[config.mk]
export PLATFORM = sky130hd
export DESIGN_NAME = recorderLcd
export DESIGN_NICKNAME = d
export VERILOG_FILES = /design/src/menuPkg.sv /design/src/lcdPkg.sv /design/src/menuController.sv /design/src/screenSequencer.sv /design/src/glyphRom.sv /design/src/lcdWriter.sv /design/src/recorderLcd.sv
export SDC_FILE = /design/constraint.sdc
export NUM_CORES = 1
export LEC_CHECK = 0
export BUFFER_PORTS_ARGS = -buffer_cell sky130_fd_sc_hd__buf_2
export CORE_ASPECT_RATIO = 1.4
export CORE_MARGIN = 5
export CORE_UTILIZATION = 65
export CTS_BUF_LIST = sky130_fd_sc_hd__clkbuf_2 sky130_fd_sc_hd__clkbuf_4 sky130_fd_sc_hd__clkbuf_8
export DETAILED_ROUTE_END_ITERATION = 12
export PLACE_DENSITY = 0.92
export SLEW_MARGIN = 25
export SYNTH_ARGS = -nofsm -noshare
export SYNTH_HDL_FRONTEND = slang
export SYNTH_SLANG_ARGS = --single-unit
[constraint.sdc]
create_clock -name clkout -period 8.6 [get_ports clkout]
set_clock_uncertainty 0.15 [all_clocks]
set_input_delay 0.86 -clock clkout [delete_from_list [all_inputs] [get_ports clkout]]
set_output_delay 0.86 -clock clkout [all_outputs]
set_load 0.03 [all_outputs]
[src/menuPkg.sv]
//////////////////////////////////////////////////////////////////////
// menu level types shared by the controller, sequencer and glyph ROM
//////////////////////////////////////////////////////////////////////

package menuPkg;

	// one entry per screen the panel can show
	typedef enum logic [3:0] {
		welcome,        // power-up greeting, times out to play
		play,
		record,
		delete,
		deleteAll,
		memFull,        // recorder full, times out to record
		message1,       // message screens stay contiguous
		message2,
		message3,
		message4,
		message5
	} screenT;

	// button press pulses, one clock wide each
	typedef struct packed {
		logic left;
		logic right;
		logic center;
		logic up;
		logic down;
	} buttonsT;

	// slot occupancy from the recorder
	// bit i is message i+1
	typedef logic [4:0] msgValidT;

endpackage

[src/lcdPkg.sv]
//////////////////////////////////////////////////////////////////////
// character LCD bus types and fixed codes
//////////////////////////////////////////////////////////////////////

package lcdPkg;

	typedef logic [4:0] PosT; // character slot within one screen

	localparam PosT SetupCount = 5'd4; // command bytes ahead of the text

	// setup sequence sent before every screen
	localparam logic [7:0] CmdFunction = 8'h62; // function set byte as the panel expects
	localparam logic [7:0] CmdDisplay = 8'h0F;  // display on, cursor on, blink
	localparam logic [7:0] CmdClear = 8'h01;    // clear and home
	localparam logic [7:0] CmdEntry = 8'h06;    // increment, no shift

	// element 0 goes out first
	localparam logic [SetupCount-1:0][7:0] SetupCmds = {
		CmdEntry, CmdClear, CmdDisplay, CmdFunction
	};

	localparam logic [7:0] MarkerFull = 8'h2A;  // asterisk, slot has a recording
	localparam logic [7:0] MarkerEmpty = 8'hFC; // blank custom glyph

	// one byte on its way to the writer
	typedef struct packed {
		logic isCommand;      // rs low
		logic [7:0] dataByte;
		logic last;           // final byte of the screen
	} charReqT;

	// pins of the 4-bit HD44780 bus, en kept apart
	typedef struct packed {
		logic rw;
		logic rs;
		logic [3:0] data;
	} lcdBusT;

endpackage

[src/menuController.sv]
`timescale 1ns/100ps

module menuController #(
	parameter int HoldCycles = 1000
) (
	input logic clkout,
	input logic reset,
	input menuPkg::buttonsT buttons,
	input logic memFull,            // status from the recorder, not the screen
	input logic drawDone,
	output menuPkg::screenT screen,
	output logic start
);
	import menuPkg::*;

	localparam int HoldW = $clog2(HoldCycles + 1);
	localparam logic [HoldW-1:0] HoldLast = HoldW'(HoldCycles - 1);

	logic [HoldW-1:0] holdCnt;  // idle cycles on a timed screen
	logic fromDelete;           // message browsing entered from delete
	logic booted;               // first cycle after reset seen
	logic evalEn;
	logic timeout;
	logic go;
	logic nextFromDelete;
	screenT nextScreen;

	// buttons only count once the screen is fully drawn
	assign evalEn = drawDone && !start && booted;
	assign timeout = (holdCnt == HoldLast);

	//////////////////////////////////////////////////////////////////////
	// menu rules, first match wins
	//////////////////////////////////////////////////////////////////////
	always_comb begin
		nextScreen = screen;
		nextFromDelete = fromDelete;
		go = 1'b0;
		case (screen)
			welcome: begin
				if (buttons.right || timeout) begin
					nextScreen = play;
					go = 1'b1;
				end
			end
			play: begin
				if (buttons.up) begin
					nextScreen = record;
					go = 1'b1;
				end else if (buttons.center) begin
					nextScreen = message1;
					nextFromDelete = 1'b0; // left goes back to play
					go = 1'b1;
				end
			end
			record: begin
				go = 1'b1;
				if (buttons.up) nextScreen = delete;
				else if (buttons.down) nextScreen = play;
				else if (memFull) nextScreen = menuPkg::memFull; // port shadows the literal
				else if (buttons.left) nextScreen = record;      // redraw
				else go = 1'b0;
			end
			delete: begin
				go = 1'b1;
				if (buttons.up) nextScreen = deleteAll;
				else if (buttons.down) nextScreen = record;
				else if (buttons.center) begin
					nextScreen = message1;
					nextFromDelete = 1'b1;
				end else if (buttons.left) nextScreen = play;
				else go = 1'b0;
			end
			menuPkg::memFull: begin
				if (buttons.left || timeout) begin
					nextScreen = record;
					go = 1'b1;
				end
			end
			deleteAll: begin
				go = 1'b1;
				if (buttons.up) nextScreen = play;
				else if (buttons.center) nextScreen = deleteAll; // redraw
				else if (buttons.down) nextScreen = delete;
				else if (buttons.left) nextScreen = play;
				else go = 1'b0;
			end
			default: begin // message1 .. message5
				go = 1'b1;
				if (buttons.up)
					nextScreen = (screen == message5) ? message5 : screenT'(screen + 4'd1);
				else if (buttons.down)
					nextScreen = (screen == message1) ? message1 : screenT'(screen - 4'd1);
				else if (buttons.left)
					nextScreen = fromDelete ? delete : play;
				else go = 1'b0;
			end
		endcase
	end

	always_ff @(posedge clkout) begin
		if (reset) begin
			screen <= welcome;
			start <= 1'b0;
			booted <= 1'b0;
			holdCnt <= '0;
			fromDelete <= 1'b0;
		end else begin
			booted <= 1'b1;
			start <= !booted || (evalEn && go); // first draw right after reset
			if (evalEn && go) begin
				screen <= nextScreen;
				fromDelete <= nextFromDelete;
				holdCnt <= '0;
			end else if (evalEn && (screen == welcome || screen == menuPkg::memFull)) begin
				holdCnt <= holdCnt + 1'b1; // counts idle time on timed screens
			end else if (!drawDone) begin
				holdCnt <= '0;
			end
		end
	end

	// a new screen is only requested once the previous one left the writer
	assert property (@(posedge clkout) disable iff (reset) start |-> drawDone)
		else $error("start raised while a screen is still being drawn");

endmodule

[src/screenSequencer.sv]
`timescale 1ns/100ps

module screenSequencer (
	input logic clkout,
	input logic reset,
	input menuPkg::screenT screen,
	input logic start,
	input logic byteSent,
	output logic drawDone,
	output menuPkg::screenT reqScreen,
	output lcdPkg::PosT reqPos,
	output logic reqValid,
	input logic reqReady
);
	import menuPkg::*;
	import lcdPkg::*;

	PosT lastPos; // setup bytes plus text, minus one

	// number of text characters on each screen
	function automatic PosT textLen(input screenT s);
		PosT len;
		case (s)
			welcome: len = 5'd8;    // Welcome!
			play: len = 5'd5;       // trailing blank
			record: len = 5'd6;
			delete: len = 5'd6;
			deleteAll: len = 5'd10;
			memFull: len = 5'd11;
			default: len = 5'd9;    // marker, Message, digit
		endcase
		return len;
	endfunction

	assign lastPos = SetupCount + textLen(reqScreen) - 5'd1;

	//////////////////////////////////////////////////////////////////////
	// position walker
	//////////////////////////////////////////////////////////////////////
	always_ff @(posedge clkout) begin
		if (reset) begin
			drawDone <= 1'b1;      // idle, nothing on its way
			reqValid <= 1'b0;
			reqPos <= '0;
			reqScreen <= welcome;
		end else begin
			if (reqValid && reqReady) begin
				if (reqPos == lastPos)
					reqValid <= 1'b0;  // all positions handed over
				else
					reqPos <= reqPos + 5'd1;
			end
			if (byteSent)
				drawDone <= 1'b1;    // last byte strobed out
			if (start) begin
				reqScreen <= screen; // latched for the whole draw
				reqPos <= '0;
				reqValid <= 1'b1;
				drawDone <= 1'b0;
			end
		end
	end

	// requests stop before the screen is reported done
	assert property (@(posedge clkout) disable iff (reset) drawDone |-> !reqValid)
		else $error("request pending while drawDone is high");

endmodule

[src/glyphRom.sv]
`timescale 1ns/100ps

module glyphRom (
	input logic clkout,
	input logic reset,
	input menuPkg::screenT reqScreen,
	input lcdPkg::PosT reqPos,
	input logic reqValid,
	output logic reqReady,
	input menuPkg::msgValidT msgValid,
	output lcdPkg::charReqT charReq,
	output logic charValid,
	input logic charReady
);
	import menuPkg::*;
	import lcdPkg::*;

	//////////////////////////////////////////////////////////////////////
	// screen texts, first character in the top byte
	//////////////////////////////////////////////////////////////////////
	localparam logic [63:0] TxtWelcome = "Welcome!";
	localparam logic [39:0] TxtPlay = "Play ";
	localparam logic [47:0] TxtRecord = "Record";
	localparam logic [47:0] TxtDelete = "Delete";
	localparam logic [79:0] TxtDeleteAll = "Delete All";
	localparam logic [87:0] TxtMemFull = "Memory Full";
	localparam logic [55:0] TxtMessage = "Message";
	localparam int MsgLen = $bits(TxtMessage) / 8;

	// character idx of a right aligned text, with its last flag
	function automatic logic [8:0] pick(input logic [87:0] txt, input int len, input int idx);
		logic [7:0] ch;
		ch = txt[8*(len-1-idx) +: 8];
		return {ch, idx == len - 1};
	endfunction

	function automatic charReqT lookup(input screenT s, input PosT pos, input msgValidT mv);
		charReqT r;
		int idx;
		int slot;
		logic [8:0] txt;
		idx = int'(pos) - int'(SetupCount);
		slot = int'(s) - int'(message1); // message number minus one
		txt = '0;
		if (pos >= SetupCount) begin
			case (s)
				welcome: txt = pick(TxtWelcome, $bits(TxtWelcome) / 8, idx);
				play: txt = pick(TxtPlay, $bits(TxtPlay) / 8, idx);
				record: txt = pick(TxtRecord, $bits(TxtRecord) / 8, idx);
				delete: txt = pick(TxtDelete, $bits(TxtDelete) / 8, idx);
				deleteAll: txt = pick(TxtDeleteAll, $bits(TxtDeleteAll) / 8, idx);
				memFull: txt = pick(TxtMemFull, $bits(TxtMemFull) / 8, idx);
				default: begin
					if (idx == 0) begin
						txt = {mv[slot] ? MarkerFull : MarkerEmpty, 1'b0};
					end else if (idx == MsgLen + 1) begin
						txt = {8'h31 + 8'(slot), 1'b1}; // ascii digit closes the screen
					end else begin
						txt = pick(TxtMessage, MsgLen, idx - 1);
						txt[0] = 1'b0;
					end
				end
			endcase
		end
		r.isCommand = (pos < SetupCount);
		r.dataByte = r.isCommand ? SetupCmds[pos[1:0]] : txt[8:1];
		r.last = !r.isCommand && txt[0];
		return r;
	endfunction

	assign reqReady = !charValid || charReady; // output slot free or draining

	always_ff @(posedge clkout) begin
		if (reset)
			charValid <= 1'b0;
		else if (reqValid && reqReady)
			charValid <= 1'b1;
		else if (charReady)
			charValid <= 1'b0;
	end

	always_ff @(posedge clkout) begin
		if (reqValid && reqReady)
			charReq <= lookup(reqScreen, reqPos, msgValid); // held while stalled
	end

endmodule

[src/lcdWriter.sv]
`timescale 1ns/100ps

module lcdWriter #(
	parameter int NibblePeriod = 4
) (
	input logic clkout,
	input logic reset,
	input lcdPkg::charReqT charReq,
	input logic charValid,
	output logic charReady,
	output logic byteSent,
	output lcdPkg::lcdBusT lcdBus,
	output logic en
);

	localparam int CntW = $clog2(NibblePeriod + 1);
	localparam logic [CntW-1:0] CntLast = CntW'(NibblePeriod - 1);

	lcdPkg::charReqT pend;  // byte on the bus
	logic busy;             // a nibble still waits for its strobe
	logic lowNib;           // 0 high nibble, 1 low nibble
	logic [CntW-1:0] cnt;   // hold cycles of the current nibble

	assign charReady = !busy; // may load during the final strobe

	// data and rs stay put through the en cycle
	assign lcdBus = '{
		rw: 1'b0,
		rs: !pend.isCommand,
		data: lowNib ? pend.dataByte[3:0] : pend.dataByte[7:4]
	};

	//////////////////////////////////////////////////////////////////////
	// nibble pacing and strobe
	//////////////////////////////////////////////////////////////////////
	always_ff @(posedge clkout) begin
		if (reset) begin
			busy <= 1'b0;
			lowNib <= 1'b0;
			cnt <= '0;
			en <= 1'b0;
			byteSent <= 1'b0;
		end else begin
			en <= 1'b0;
			byteSent <= 1'b0;
			if (charValid && charReady) begin
				busy <= 1'b1;            // high nibble first
				lowNib <= 1'b0;
				cnt <= '0;
			end else if (busy) begin
				if (en) begin
					lowNib <= 1'b1;        // high strobe done, move on
					cnt <= '0;
				end else if (cnt == CntLast) begin
					en <= 1'b1;            // nibble held long enough
					if (lowNib) begin
						busy <= 1'b0;
						byteSent <= pend.last; // end of screen
					end
				end else begin
					cnt <= cnt + 1'b1;
				end
			end
		end
	end

	always_ff @(posedge clkout) begin
		if (charValid && charReady)
			pend <= charReq;
	end

	// single cycle strobes only
	assert property (@(posedge clkout) disable iff (reset) en |=> !en)
		else $error("en high for two cycles");

endmodule

[src/recorderLcd.sv]
`timescale 1ns/100ps

module recorderLcd #(
	parameter int NibblePeriod = 4,
	parameter int HoldCycles = 1000
) (
	input logic clkout,
	input logic reset,
	input menuPkg::buttonsT buttons,
	input logic memFull,
	input menuPkg::msgValidT msgValid,
	output lcdPkg::lcdBusT lcdBus,
	output logic en
);

	menuPkg::screenT screen;     // chosen screen
	logic start;
	logic drawDone;
	menuPkg::screenT reqScreen;  // sequencer to ROM
	lcdPkg::PosT reqPos;
	logic reqValid;
	logic reqReady;
	lcdPkg::charReqT charReq;    // ROM to writer
	logic charValid;
	logic charReady;
	logic byteSent;

	//////////////////////////////////////////////////////////////////////
	// menu -> sequencer -> glyph ROM -> writer
	//////////////////////////////////////////////////////////////////////
	menuController #(.HoldCycles(HoldCycles)) menuCtrl (
		.clkout(clkout), .reset(reset), .buttons(buttons), .memFull(memFull),
		.drawDone(drawDone), .screen(screen), .start(start)
	);

	screenSequencer seqr (
		.clkout(clkout), .reset(reset), .screen(screen), .start(start),
		.byteSent(byteSent), .drawDone(drawDone), .reqScreen(reqScreen),
		.reqPos(reqPos), .reqValid(reqValid), .reqReady(reqReady)
	);

	glyphRom glyphs (
		.clkout(clkout), .reset(reset), .reqScreen(reqScreen), .reqPos(reqPos),
		.reqValid(reqValid), .reqReady(reqReady), .msgValid(msgValid),
		.charReq(charReq), .charValid(charValid), .charReady(charReady)
	);

	lcdWriter #(.NibblePeriod(NibblePeriod)) writer (
		.clkout(clkout), .reset(reset), .charReq(charReq), .charValid(charValid),
		.charReady(charReady), .byteSent(byteSent), .lcdBus(lcdBus), .en(en)
	);

endmodule

==> impl_results.md <==
- Core Rows: 36
- RSZ-0062 raised after global routing: no
- Clock latency on the worst-skew pair: 0.31 ns
- Worst setup margin: 4.45 ns
- Switch share: 30.3%
- Clock tree root driver cell: clkbuf_8
- Hold Crit Start: glyphs.charReq[9]
- Clock Power Share: 28.5%
- Simple-gate share of the synthesized area: 23.4%
- Congestion Overflow GR: 0
- Internal: 420 uW
- WP data arrival: 4.07 ns
- Total number of vias: 4450
- WS Path Type: register to register
- CTS tree: done
- Leak: 0.00180 uW
- Total Routing Usage GR: 28.1%
- Max-slew violation total from the final report: 0
- Hold Slack: 0.273 ns
- Commonest register cell after synthesis: dfxtp_1
- CTS sink count: 56
- Comb power frac: 21.9%
- Share of Yosys cell area claimed by the top area cell type: 15.2%
- Hpwl dp: 9310 um
- Antenna violations before repair: 0
- Cell depth of the worst min-delay path: 0
- Endpoints failing setup: 0
- Hold Fails Final Rpt: 0
- Clock buffer depth: 2
- Clk slew on worst S/H paths: 0.10 ns
- CP startpoint: seqr.reqPos[2]
- Initial DRC Count: 366
- Antenna diodes: 0
- First-pass GRT wire length: 20400 um
- Mean area per synthesized cell: 8.25 um2
- Largest family of logic cells by synthesized area: simple AND/OR/NAND/NOR gates
- Post_cts resized: 0
- Adder-cell area share of the yosys netlist: 8.20%
- Post-synth cell types: 81
- Routed WL: 12400 um
- Layout cells sized above 1: 9.73%
- Outcome: finished clean
- Worst R2R Path Depth: 12
- CP max FO: 30
- Seq pwr share: 49.6%
- Top post-synthesis cells by area: dfxtp_1 15%, edfxtp_1 13%, ha_1 8.2%
- Flops & latches, synth: 56
- Max VDD drop: 0.000106 V
- Mux contribution to synthesized area: 2.91%
- Most common cell after layout, fill and taps aside: nor2_1
- Hold-fix buffer count after cts: 0
- H-tree Lvls: 2
- Die area: 9110 um2
- Ys async rst share: 0%
- Number of global-route vias before repair: 4324
- Pin slew with the least headroom to its limit: 0.918 ns
- RR Endpoint: glyphs.charReq[5]
- Hold Path End: writer.pend[9]
- Register area: 1320 um2
- Net Count, Synth: 617
- Number of enable flip-flop cells after synthesis: 20
- Filler Cell Count: 587
- Top achievable clock speed: 241 MHz
- Slew headroom: 38.7%
- Post-Route Setup TNS: 0 ns
- Worst Hold Class: register to register
- Yosys Warn Count: 0
- R2r startpoint: seqr.reqPos[2]
- Leading area contributor after synthesis: dfxtp_1
- Worst Path Required: 8.52 ns
- 1st-pass router iterations: 5
- Multi-input combinational cell area: 3120 um2
- PortBufs: 18
- Crit. End Element: register
- Routability Congestion: 0.986
- Antenna Nets Post-Route: 0
- Core area: 7030 um2
- Synth Instances: 573
- Post-Synth XOR/XNOR Area: 8.10%
- Layout area overhead: 3.41%
- Sequential share of the synthesized area: 27.9%
- Starting Density: 67.3%
- Post-CTS Setup Bufs: 0
- Routed length per placed instance: 18.8 um
- Synthesized area: 4730 um2
- Largest net degree at the start of global routing: 33
- Die height: 111 um
- Max-cap violations: 0
- Pwr dens: 123 nW/um2
- Die width: 82.1 um
- Final period util: 48.3%
- R2R setup slack: 4.45 ns
- NetSw: 182 uW
- Most frequent cells in the layout: 57 x nor2_1, 41 x nand2_1, 36 x dfxtp_1
- DRC: 0
- Via density: 6.74
- Top Ports: 20
- Num CTS Buffers: 5
- CP Launch Type: register
- Synth Area in Compound Gates: 23.3%
- Dpl ws: 4.55 ns
- Post-route minimum period: 4.15 ns
- Nets: 608
cells in the mapped netlist (4+ instances only):
library cell,number
o211ai_1,5
a21oi_1,30
buf_2,9
o22a_1,4
a311oi_1,4
mux2i_1,7
nand4_1,10
or3_1,9
ha_1,31
clkbuf_1,17
nor2_1,57
nand3b_1,6
xnor2_1,22
o21ai_0,29
xor2_1,18
o221ai_1,4
inv_1,25
mux2_2,4
a21o_1,4
a31oi_1,13
and3_1,5
nand2b_1,12
a211oi_1,6
or2_2,5
nand3_1,21
buf_1,5
a22oi_1,4
and4_1,4
o22ai_1,5
nor3_1,20
nand2_1,41
dfxtp_1,36
edfxtp_1,20
nor2b_1,9
o211a_1,4
state kept, by name (all words and copies together), names as in the netlist:
signal               count
seqr.reqPos              5
seqr.reqValid            1
seqr.drawDone            1
menuCtrl.fromDelete      1
seqr.reqScreen           4
writer.pend             10
menuCtrl.holdCnt        10
writer.en                1
writer.byteSent          1
glyphs.charValid         1
menuCtrl.booted          1
glyphs.charReq          10
writer.cnt               3
menuCtrl.start           1
writer.busy              1
writer.lowNib            1
menuCtrl.screen          4
per-stage QoR:
step / cell area [um2] / util, % / cells / power, uW
detailed placement: 4780 / 68.0 / 652 / 433
global placement: 4780 / 68.0 / 652 / 429
global route: 4890 / 69.6 / 660 / 630
finish: 4890 / 69.6 / 660 / 602
CTS: 4890 / 69.6 / 660 / 603
floorplan: 4730 / - / 573 / 400
area by class of cell:
type	instances	area share [%]
timing repair buffer	22	2.46
clock inverter	3	0.870
clock buffer	5	1.41
inverter	26	2.00
tap	95	2.43
multi-input combinational	453	63.8
sequential	56	27.0
how the worst max path moves through the flow:
| stage | slack (ns) | end | depth (start not counted) |
|---|---|---|---|
| finish | 4.45 | glyphs.charReq[5] | 12 |
| global route | 4.22 | glyphs.charReq[5] | 11 |
| CTS | 4.53 | glyphs.charReq[7] | 12 |
| global placement | 4.65 | glyphs.charReq[7] | 12 |
| floorplan | 5.00 | glyphs.charReq[7] | 12 |
| detailed placement | 4.55 | glyphs.charReq[5] | 12 |
critical path, cell delays in order (launching register included):
cell      delay, ns
dfxtp_1        0.32
buf_4          0.30
inv_1          0.24
ha_1           0.27
ha_1           0.64
ha_1           0.48
inv_1          0.12
o311a_1        0.30
o211ai_1       0.37
nor3_1         0.09
a31oi_1        0.16
a31oi_1        0.10
or3_1          0.35
logic make-up after synthesis:
family,Yosys count
simple gates,216
mux,12
fa+ha+maj,31
compound gates,151
other cells,1
xor+xnor,42
flops,56
buf+inv,64
layer usage:
layer,global-route usage [%],part of all wire [%],vias up
met5,0,0,-
met4,16.7,5.6,0
met3,3.25,6.5,59
met2,47.7,51,225
met1,32.8,37,2087
li1,-,-,2079
power groups by stage:
| stage | Sequential, uW | Clock (uW) | Combinational, uW |
|---|---|---|---|
| 6_report | 299 | 172 | 132 |
| 5_1_grt | 300 | 186 | 144 |
| 4_1_cts | 298 | 176 | 129 |
| 3_5_place_dp | 304 | 0 | 128 |
| 3_3_place_gp | 304 | 0 | 125 |
| 2_1_floorplan | 298 | 0 | 102 |
(Power assumes the default switching activity.)
